**config.mk**
```make
export PLATFORM = sky130hd
export DESIGN_NAME = core_top
export DESIGN_NICKNAME = d
export VERILOG_FILES = /design/src/design/core_pkg.sv /design/src/design/core_top.sv /design/src/design/rob.sv /design/src/design/alu_execute.sv /design/src/design/dispatch.sv /design/src/design/decode.sv
export SDC_FILE = /design/constraint.sdc
export NUM_CORES = 2
export LEC_CHECK = 0
export ABC_CLOCK_PERIOD_IN_PS = 7400
export BUFFER_PORTS_ARGS = -buffer_cell sky130_fd_sc_hd__buf_2
export CORE_MARGIN = 8
export CORE_UTILIZATION = 32
export CTS_CLUSTER_SIZE = 16
export DETAILED_ROUTE_END_ITERATION = 12
export MAX_ROUTING_LAYER = met4
export PLACE_DENSITY = 0.45
export SETUP_SLACK_MARGIN = 0.1
export SLEW_MARGIN = 20
export SYNTH_ARGS = -nofsm -noshare
export SYNTH_HDL_FRONTEND = slang
export SYNTH_HIERARCHICAL = 1
export SYNTH_SLANG_ARGS = --single-unit
export TNS_END_PERCENT = 50
```
**constraint.sdc**
```tcl
create_clock -name clk -period 7.4 [get_ports clk]
set_input_delay 2.22 -clock clk [delete_from_list [all_inputs] [get_ports clk]]
set_output_delay 2.22 -clock clk [all_outputs]
set_load 0.02 [all_outputs]
```
**src/design/core_pkg.sv**
```systemverilog
package core_pkg;

    localparam int XLEN          = 32;
    localparam int ROB_DEPTH     = 8;
    localparam int ROB_ID_WIDTH  = 3;
    localparam int ARF_N_ENTRIES = 32;

    typedef logic [XLEN-1:0]         reg_data_t;
    typedef logic [31:0]             instr_t;
    typedef logic [4:0]              arf_id_t;
    typedef logic [ROB_ID_WIDTH-1:0] rob_id_t;

    // RV32I major opcodes handled by this slice, anything else is illegal
    typedef enum logic [6:0] {
        OP     = 7'b0110011,
        OP_IMM = 7'b0010011,
        LUI    = 7'b0110111
    } opcode_e;

    typedef enum logic [3:0] {
        ALU_ADD,
        ALU_SUB,
        ALU_SLL,
        ALU_SLT,
        ALU_SLTU,
        ALU_XOR,
        ALU_SRL,
        ALU_SRA,
        ALU_OR,
        ALU_AND,
        ALU_PASS_B // lui, result is operand b
    } alu_op_e;

    typedef struct packed {
        logic      rs1_exists;
        arf_id_t   rs1;
        logic      rs2_exists;
        arf_id_t   rs2;
        arf_id_t   rd;
        reg_data_t imm;
        logic      use_imm;    // operand b comes from imm
        alu_op_e   op;
        logic      illegal;
    } decoded_t;

    typedef struct packed {
        logic      valid;
        rob_id_t   rob_id;
        alu_op_e   op;
        reg_data_t a;
        reg_data_t b;
    } exec_req_t;

    typedef struct packed {
        logic      valid;
        rob_id_t   rob_id;
        reg_data_t data;
    } wb_t;

    typedef struct packed {
        logic      valid;
        rob_id_t   rob_id;
        arf_id_t   rd;
        reg_data_t data;
    } retire_t;

    typedef struct packed {
        arf_id_t   rd;
        reg_data_t data;
    } commit_t;

endpackage
```
**src/design/core_top.sv**
```systemverilog
`timescale 1ns/1ps

module core_top import core_pkg::*; (
    input  logic    clk,
    input  logic    reset,
    input  logic    instr_valid,
    output logic    instr_ready,
    input  instr_t  instr,
    output logic    commit_valid,
    input  logic    commit_ready,
    output commit_t commit
);

    decoded_t  dec;
    exec_req_t exec_req;
    wb_t       wb;
    retire_t   retire;
    logic      alloc_valid, alloc_ready;
    arf_id_t   alloc_rd;
    rob_id_t   alloc_id;
    rob_id_t   src1_tag, src2_tag;
    logic      src1_done, src2_done;
    reg_data_t src1_data, src2_data;

    decode u_decode (
        .instr (instr),
        .dec   (dec)
    );

    dispatch u_dispatch (
        .clk         (clk),
        .reset       (reset),
        .instr_valid (instr_valid),
        .instr_ready (instr_ready),
        .dec         (dec),
        .alloc_valid (alloc_valid),
        .alloc_rd    (alloc_rd),
        .alloc_ready (alloc_ready),
        .alloc_id    (alloc_id),
        .src1_tag    (src1_tag),
        .src2_tag    (src2_tag),
        .src1_done   (src1_done),
        .src2_done   (src2_done),
        .src1_data   (src1_data),
        .src2_data   (src2_data),
        .wb          (wb),
        .retire      (retire),
        .exec_req    (exec_req)
    );

    alu_execute u_alu_execute (
        .clk   (clk),
        .reset (reset),
        .req   (exec_req),
        .wb    (wb)          // also feeds the dispatch bypass
    );

    rob u_rob (
        .clk          (clk),
        .reset        (reset),
        .alloc_valid  (alloc_valid),
        .alloc_rd     (alloc_rd),
        .alloc_ready  (alloc_ready),
        .alloc_id     (alloc_id),
        .src1_tag     (src1_tag),
        .src2_tag     (src2_tag),
        .src1_done    (src1_done),
        .src2_done    (src2_done),
        .src1_data    (src1_data),
        .src2_data    (src2_data),
        .wb           (wb),
        .retire       (retire),
        .commit_valid (commit_valid),
        .commit       (commit),
        .commit_ready (commit_ready)
    );

endmodule

```
**src/design/rob.sv**
```systemverilog
`timescale 1ns/1ps

module rob import core_pkg::*; (
    input  logic      clk,
    input  logic      reset,
    input  logic      alloc_valid,
    input  arf_id_t   alloc_rd,
    output logic      alloc_ready,
    output rob_id_t   alloc_id,
    input  rob_id_t   src1_tag,
    input  rob_id_t   src2_tag,
    output logic      src1_done,
    output logic      src2_done,
    output reg_data_t src1_data,
    output reg_data_t src2_data,
    input  wb_t       wb,
    output retire_t   retire,
    output logic      commit_valid,
    output commit_t   commit,
    input  logic      commit_ready
);

    arf_id_t              rd_q   [ROB_DEPTH];
    reg_data_t            data_q [ROB_DEPTH];
    logic [ROB_DEPTH-1:0] done_q;

    rob_id_t             head, tail;
    logic [ROB_ID_WIDTH:0] count;    // one extra bit to tell full from empty
    logic                do_retire;
    rob_id_t             wb_offset;

    assign alloc_ready = count != ROB_DEPTH;
    assign alloc_id    = tail;

    // source lookups for dispatch
    assign src1_done = done_q[src1_tag];
    assign src2_done = done_q[src2_tag];
    assign src1_data = data_q[src1_tag];
    assign src2_data = data_q[src2_tag];

    assign commit_valid = (count != '0) && done_q[head];
    assign commit       = '{rd: rd_q[head], data: data_q[head]};
    assign do_retire    = commit_valid && commit_ready; // retire only on the commit transfer

    assign retire = '{valid: do_retire, rob_id: head, rd: rd_q[head], data: data_q[head]};

    always_ff @(posedge clk) begin
        if (reset) begin
            head   <= '0;
            tail   <= '0;
            count  <= '0;
            done_q <= '0;
        end else begin
            if (alloc_valid) begin
                done_q[tail] <= 1'b0;
                tail         <= tail + 1'b1; // depth is a power of two, wraps for free
            end
            if (wb.valid) begin
                done_q[wb.rob_id] <= 1'b1;
            end
            if (do_retire) begin
                head <= head + 1'b1;
            end
            count <= count + (ROB_ID_WIDTH+1)'(alloc_valid) - (ROB_ID_WIDTH+1)'(do_retire);
        end
    end

    always_ff @(posedge clk) begin
        if (alloc_valid) begin
            rd_q[tail] <= alloc_rd;
        end
        if (wb.valid) begin
            data_q[wb.rob_id] <= wb.data;
        end
    end

    assign wb_offset = wb.rob_id - head; // distance from the oldest entry

    a_wb_to_live_entry: assert property (@(posedge clk) disable iff (reset)
        wb.valid |-> ({1'b0, wb_offset} < count) && !done_q[wb.rob_id]);

    a_commit_stable: assert property (@(posedge clk) disable iff (reset)
        commit_valid && !commit_ready |=> commit_valid && $stable(commit));

endmodule

```
**src/design/alu_execute.sv**
```systemverilog
`timescale 1ns/1ps

module alu_execute import core_pkg::*; (
    input  logic      clk,
    input  logic      reset,
    input  exec_req_t req,
    output wb_t       wb
);

    exec_req_t  req_q;
    reg_data_t  result;
    logic [4:0] shamt;

    assign shamt = req_q.b[4:0]; // rv32 shifts use the low 5 bits only

    always_comb begin
        case (req_q.op)
            ALU_ADD:    result = req_q.a + req_q.b;
            ALU_SUB:    result = req_q.a - req_q.b;
            ALU_SLL:    result = req_q.a << shamt;
            ALU_SLT:    result = {{(XLEN-1){1'b0}}, $signed(req_q.a) < $signed(req_q.b)};
            ALU_SLTU:   result = {{(XLEN-1){1'b0}}, req_q.a < req_q.b};
            ALU_XOR:    result = req_q.a ^ req_q.b;
            ALU_SRL:    result = req_q.a >> shamt;
            ALU_SRA:    result = reg_data_t'($signed(req_q.a) >>> shamt);
            ALU_OR:     result = req_q.a | req_q.b;
            ALU_AND:    result = req_q.a & req_q.b;
            ALU_PASS_B: result = req_q.b;
            default:    result = '0;
        endcase
    end

    // stage 1 holds the request, stage 2 the tagged result
    always_ff @(posedge clk) begin
        if (reset) begin
            req_q.valid <= 1'b0;
            wb.valid    <= 1'b0;
        end else begin
            req_q <= req;
            wb    <= '{valid: req_q.valid, rob_id: req_q.rob_id, data: result};
        end
    end

endmodule

```
**src/design/dispatch.sv**
```systemverilog
`timescale 1ns/1ps

module dispatch import core_pkg::*; (
    input  logic      clk,
    input  logic      reset,
    input  logic      instr_valid,
    output logic      instr_ready,
    input  decoded_t  dec,
    output logic      alloc_valid,
    output arf_id_t   alloc_rd,
    input  logic      alloc_ready,
    input  rob_id_t   alloc_id,
    output rob_id_t   src1_tag,
    output rob_id_t   src2_tag,
    input  logic      src1_done,
    input  logic      src2_done,
    input  reg_data_t src1_data,
    input  reg_data_t src2_data,
    input  wb_t       wb,
    input  retire_t   retire,
    output exec_req_t exec_req
);

    logic [ARF_N_ENTRIES-1:0] busy;                 // 1 = value lives in the rob
    rob_id_t                  tag_table [ARF_N_ENTRIES];
    reg_data_t                arf       [ARF_N_ENTRIES];

    logic      rs1_busy, rs2_busy;
    logic      src1_hit, src2_hit;
    logic      src1_avail, src2_avail;
    logic      accept, rename_rd;
    logic      retire_wr, retire_match;
    reg_data_t opnd_a, rs2_val;

    // rename lookup
    assign rs1_busy = dec.rs1_exists && busy[dec.rs1];
    assign rs2_busy = dec.rs2_exists && busy[dec.rs2];
    assign src1_tag = tag_table[dec.rs1];
    assign src2_tag = tag_table[dec.rs2];

    // writeback bypass catches a result in the cycle it leaves the alu
    assign src1_hit = wb.valid && (wb.rob_id == src1_tag);
    assign src2_hit = wb.valid && (wb.rob_id == src2_tag);

    assign src1_avail = !rs1_busy || src1_done || src1_hit;
    assign src2_avail = !rs2_busy || src2_done || src2_hit;

    assign opnd_a  = !rs1_busy ? arf[dec.rs1] : src1_hit ? wb.data : src1_data;
    assign rs2_val = !rs2_busy ? arf[dec.rs2] : src2_hit ? wb.data : src2_data;

    // illegal words are swallowed without a rob slot
    assign instr_ready = dec.illegal || (alloc_ready && src1_avail && src2_avail);
    assign accept      = instr_valid && instr_ready;
    assign alloc_valid = accept && !dec.illegal;
    assign alloc_rd    = dec.rd;
    assign rename_rd   = alloc_valid && (dec.rd != '0); // x0 is never renamed

    assign exec_req = '{
        valid:  alloc_valid,
        rob_id: alloc_id,
        op:     dec.op,
        a:      opnd_a,
        b:      dec.use_imm ? dec.imm : rs2_val
    };

    assign retire_wr    = retire.valid && (retire.rd != '0);
    assign retire_match = tag_table[retire.rd] == retire.rob_id;

    always_ff @(posedge clk) begin
        if (reset) begin
            busy <= '0;
            for (int i = 0; i < ARF_N_ENTRIES; i++) begin
                arf[i] <= '0;
            end
        end else begin
            if (retire_wr) begin
                arf[retire.rd] <= retire.data;
                if (retire_match) begin
                    busy[retire.rd] <= 1'b0; // no younger writer in flight
                end
            end
            if (rename_rd) begin
                busy[dec.rd] <= 1'b1; // a new rename wins over a same-cycle retire
            end
        end
    end

    always_ff @(posedge clk) begin
        if (rename_rd) begin
            tag_table[dec.rd] <= alloc_id;
        end
    end

    a_alloc_needs_room: assert property (@(posedge clk) disable iff (reset)
        alloc_valid |-> alloc_ready);

    // a retire that still owns the alias must find the register busy
    a_retire_owner_busy: assert property (@(posedge clk) disable iff (reset)
        retire_wr && retire_match |-> busy[retire.rd]);

endmodule

```
**src/design/decode.sv**
```systemverilog
`timescale 1ns/1ps

module decode import core_pkg::*; (
    input  instr_t   instr,
    output decoded_t dec
);

    opcode_e    opcode;
    logic [2:0] funct3;
    logic       alt;     // funct7 bit 5, selects sub and sra

    assign opcode = opcode_e'(instr[6:0]);
    assign funct3 = instr[14:12];
    assign alt    = instr[30];

    // sub only exists in the register form, srai shares the alt bit with sra
    function automatic alu_op_e alu_fn(
        input logic [2:0] f3,
        input logic       alt_bit,
        input logic       is_reg
    );
        alu_op_e op;
        case (f3)
            3'b000:  op = (is_reg && alt_bit) ? ALU_SUB : ALU_ADD;
            3'b001:  op = ALU_SLL;
            3'b010:  op = ALU_SLT;
            3'b011:  op = ALU_SLTU;
            3'b100:  op = ALU_XOR;
            3'b101:  op = alt_bit ? ALU_SRA : ALU_SRL;
            3'b110:  op = ALU_OR;
            default: op = ALU_AND;
        endcase
        return op;
    endfunction

    always_comb begin
        dec     = '0;
        dec.rs1 = instr[19:15];
        dec.rs2 = instr[24:20];
        dec.rd  = instr[11:7];
        case (opcode)
            OP: begin
                dec.rs1_exists = 1'b1;
                dec.rs2_exists = 1'b1;
                dec.op         = alu_fn(funct3, alt, 1'b1);
            end
            OP_IMM: begin
                dec.rs1_exists = 1'b1;
                dec.use_imm    = 1'b1;
                dec.imm        = {{20{instr[31]}}, instr[31:20]}; // I-immediate
                dec.op         = alu_fn(funct3, alt, 1'b0);
            end
            LUI: begin
                dec.use_imm = 1'b1;
                dec.imm     = {instr[31:12], 12'b0}; // U-immediate
                dec.op      = ALU_PASS_B;
            end
            default: begin
                dec.illegal = 1'b1;
            end
        endcase
    end

endmodule

```
==> out/qor.csv <==
stage,metric,value,unit
placement,HPWL Detailed,240000,um
sta,Fin. Hold Viols,0,
detailed_routing,DRC Markers,0,
global_routing,first-pass GRT wire length,520000,um
sta,clk_skew,103,ps
synth,async set-reset flop share out of synthesis,0,
detailed_routing,remaining antenna violation count after routing,0,
synth,Synth area leader,edfxtp_1,
cells_and_area,Multi-input gate area,43500,um^2
setup_path,WP data arrival,5040,ps
global_routing,Total GRT Usage,0.245,
global_routing,largest net degree at the start of global routing,119,
clocking,cts hold-fix bufs,0,
detailed_routing,routed wire length,379000,um
setup_path,Slowest cell on crit path,nor4_4,
clocking,clk sinks,1577,
global_routing,initial antenna violation count,53,
setup_path,crit path cell chain,buf_16 > buf_12 > buf_4 > mux2i_1 > a22oi_1 > a21oi_1 > nor4_4 > mux4_2 > mux2_4 > or2_4 > o221ai_4 > nand2b_4 > buf_6,
sta,crit share post-route,0.982,
floorplanning,Die Ht,555,um
setup_path,CP endpoint kind,output port,
sta,Max Clock Freq,138,MHz
cells_and_area,Seq. cell area,46800,um^2
clocking,CTS tree,done,
sta,Final Setup Violations,0,
detailed_routing,met2 wire len,178000,um
synth,Mapped Area,93100,um^2
sta,Worst slew margin,0.201,
power_and_ir_drop,Power Density,219,nW/um^2
synth,post-synthesis sequential area ratio,0.503,
clocking,CTS Buf Count,193,
clocking,clk buf depth,4,
placement,IO Port Bufs,74,
synth,"EDFF count, synth",1522,
clocking,htree depth,4,
cells_and_area,share of cells above drive strength 1,0.283,
sta,Final Max Tran Viols,0,
setup_path,FF-to-FF setup slack,2110,ps
floorplanning,chip width,555,um
synth,Mapped Cells,6502,
detailed_routing,Post-Route M1 WL,160000,um
detailed_routing,Via-to-Cell Ratio,5.92,
sta,Setup TNS,0,ps
cells_and_area,number of fill cells in the layout,27500,
floorplanning,Die ar.,308000,um^2
synth,synth warn,6,
sta,minimum clock period,7260,ps
detailed_routing,Iteration-0 DRC Markers,7545,
detailed_routing,DR pass1 iterations,6,
floorplanning,number of I/O pins,75,
setup_path,worst path required time,5180,ps
worst_hold_path,hold crit path type,reg -> reg,
clocking,"Clk Latency, worst-skew pair",870,ps
floorplanning,Row Count,198,
cells_and_area,nets@finish,6557,
clocking,"Reg clk slew, reported paths",50,ps
setup_path,CP max stage delay,460,ps
detailed_routing,DR WL met3,27500,um
detailed_routing,max layer used,met4,
clocking,Root Buffer,clkbuf_16,
power_and_ir_drop,P_leak,35.6,nW
synth,Yosys top cell area share,0.491,
setup_path,Critical Setup Path Class,in -> out,
setup_path,Worst setup SP type,input port,
setup_path,reg2reg path depth,7,
synth,synth top area cells,"edfxtp_1 (49%), mux4_2 (23%), and2_1 (6.8%)",
run,max cap viols,0,
synth,mean post-synth cell area,14.3,um^2
synth,Yosys reg bits,1577,
power_and_ir_drop,VDD IR max,178,uV
sta,worst-margin pin slew,1190,ps
sta,RSZ-0062 raised after global routing,no,
cells_and_area,area delta synth->final,12.4,%
synth,most used flip-flop cell after synthesis,edfxtp_1,
synth,Yosys cell types,109,
worst_hold_path,hold depth,0,
power_and_ir_drop,Power Total,22.9,mW
synth,commonest cells in the synthesized netlist,"edfxtp_1 (1522), and2_1 (1018), mux4_2 (931), clkbuf_1 (423), a21oi_1 (317)",
synth,most frequent cell after synthesis,edfxtp_1,
run_status,outcome,completed,
setup_path,CP max FO,8,
global_routing,total grt overflow,0,
detailed_routing,Vias,62000,
floorplanning,Starting Density,0.321,
global_routing,vias in the first global route,61500,
detailed_routing,WL per Instance,36.1,um
floorplanning,Core ar.,290000,um^2
placement,RD Place Congestion,0.928,
area by class of cell:
| cell class | count | area share |
|---|---|---|
| well taps | 3900 | 0.0467 |
| flip-flops and latches | 1577 | 0.448 |
| clock buffers | 230 | 0.0479 |
| repair buffers | 373 | 0.0294 |
| multi-input cells | 4145 | 0.416 |
| clock inverters | 99 | 0.00741 |
| diodes | 32 | 0.000766 |
| inverters | 121 | 0.00443 |
power breakdown:
part	total [mW]	leakage, nW	switching (mW)	internal, mW
Clock	9.03	2.83	3.86	5.17
Sequential	10.4	15.5	0.282	10.1
Combinational	3.50	17.2	2.13	1.37
Total	22.9	35.6	6.27	16.7
kinds of logic after synthesis:
logic type,after synthesis,share of synthesized area
adder cells (fa/ha/maj),110,0.0150
XOR/XNOR,18,0.00169
other,1,0.0000403
AO/OA/AOI/OAI,872,0.0606
multiplexers,1287,0.268
buffers and inverters,814,0.0395
AND/OR/NAND/NOR,1823,0.112
flip-flops,1577,0.503
metrics by stage:
stage / cells / util / hold WS, ps / area (um^2) / worst slack (ps)
after floorplan: 6536 / - / 400 / 93300 / 65.9
after global placement: 10100 / 0.339 / 410 / 98400 / 29.1
after detailed placement: 10100 / 0.339 / 405 / 98500 / 85.4
after CTS: 10400 / 0.359 / 411 / 104000 / 109
after global routing: 10500 / 0.360 / 417 / 105000 / 92.5
final: 10500 / 0.360 / 417 / 105000 / 136
worst paths after layout:
check / startpoint / to
worst max-delay path: instr[21] / instr_ready
worst min-delay path: u_alu_execute/req_q[68] / u_alu_execute/wb[32]
worst max register to register: flip-flop / u_dispatch/arf[29][18]
worst min register to register: u_alu_execute/req_q[68] / u_alu_execute/wb[32]
state kept, by name (all words and copies together) (netlist names), named ones only:
register and count:
u_dispatch/arf 1024, u_rob/data_q 256, u_dispatch/tag_table 96, u_alu_execute/req_q 72, u_rob/rd_q 40, u_alu_execute/wb 36, u_dispatch/busy 32, u_rob/done_q 8
u_rob/count 4, u_rob/alloc_id 3, u_rob/head 3
worst max-delay path: cells and delay by family:
family | cells | cell delay [ps]
muxes | 3 | 770
AOI/OAI and AO/OA | 3 | 690
buffers and inverters | 4 | 540
and+or+nand+nor | 3 | 810
per-layer routing:
| metal | GRT usage | up-vias |
|---|---|---|
| li1 | - | 25300 |
| met1 | 0.331 | 33200 |
| met2 | 0.386 | 2944 |
| met3 | 0.0340 | 588 |
| met4 | 0.0747 | 0 |
| met5 | - | - |
cells in the final DEF (no fill, tap or decap), types with 18 or more instances in the layout:
cell / n
nor2_4: 33
o311ai_0: 29
and2_1: 1018
mux2_2: 123
a21o_1: 20
nor4_2: 18
clkbuf_1: 35
o211ai_1: 30
conb_1: 35
mux4_2: 931
o21ai_4: 24
mux2i_1: 214
o21ai_0: 127
a31oi_1: 23
ha_1: 107
nand3_1: 71
clkinv_2: 30
buf_12: 26
nor2_1: 221
diode_2: 32
a22oi_1: 43
edfxtp_1: 1522
nand2_1: 184
o22ai_1: 18
clkbuf_16: 197
o221ai_1: 19
clkinv_1: 50
nand2b_1: 32
buf_2: 62
dfxtp_1: 51
nor2b_1: 67
inv_1: 114
nor3_1: 43
a221oi_1: 19
buf_4: 273
a21oi_1: 317
a211oi_1: 57
repair_timing:
item,CTS,global route
pin swaps,1,7
resized for setup,0,13
buffers inserted,0,16
gates cloned,0,2
setup endpoints to repair,1,1
(Power assumes the default switching activity.)
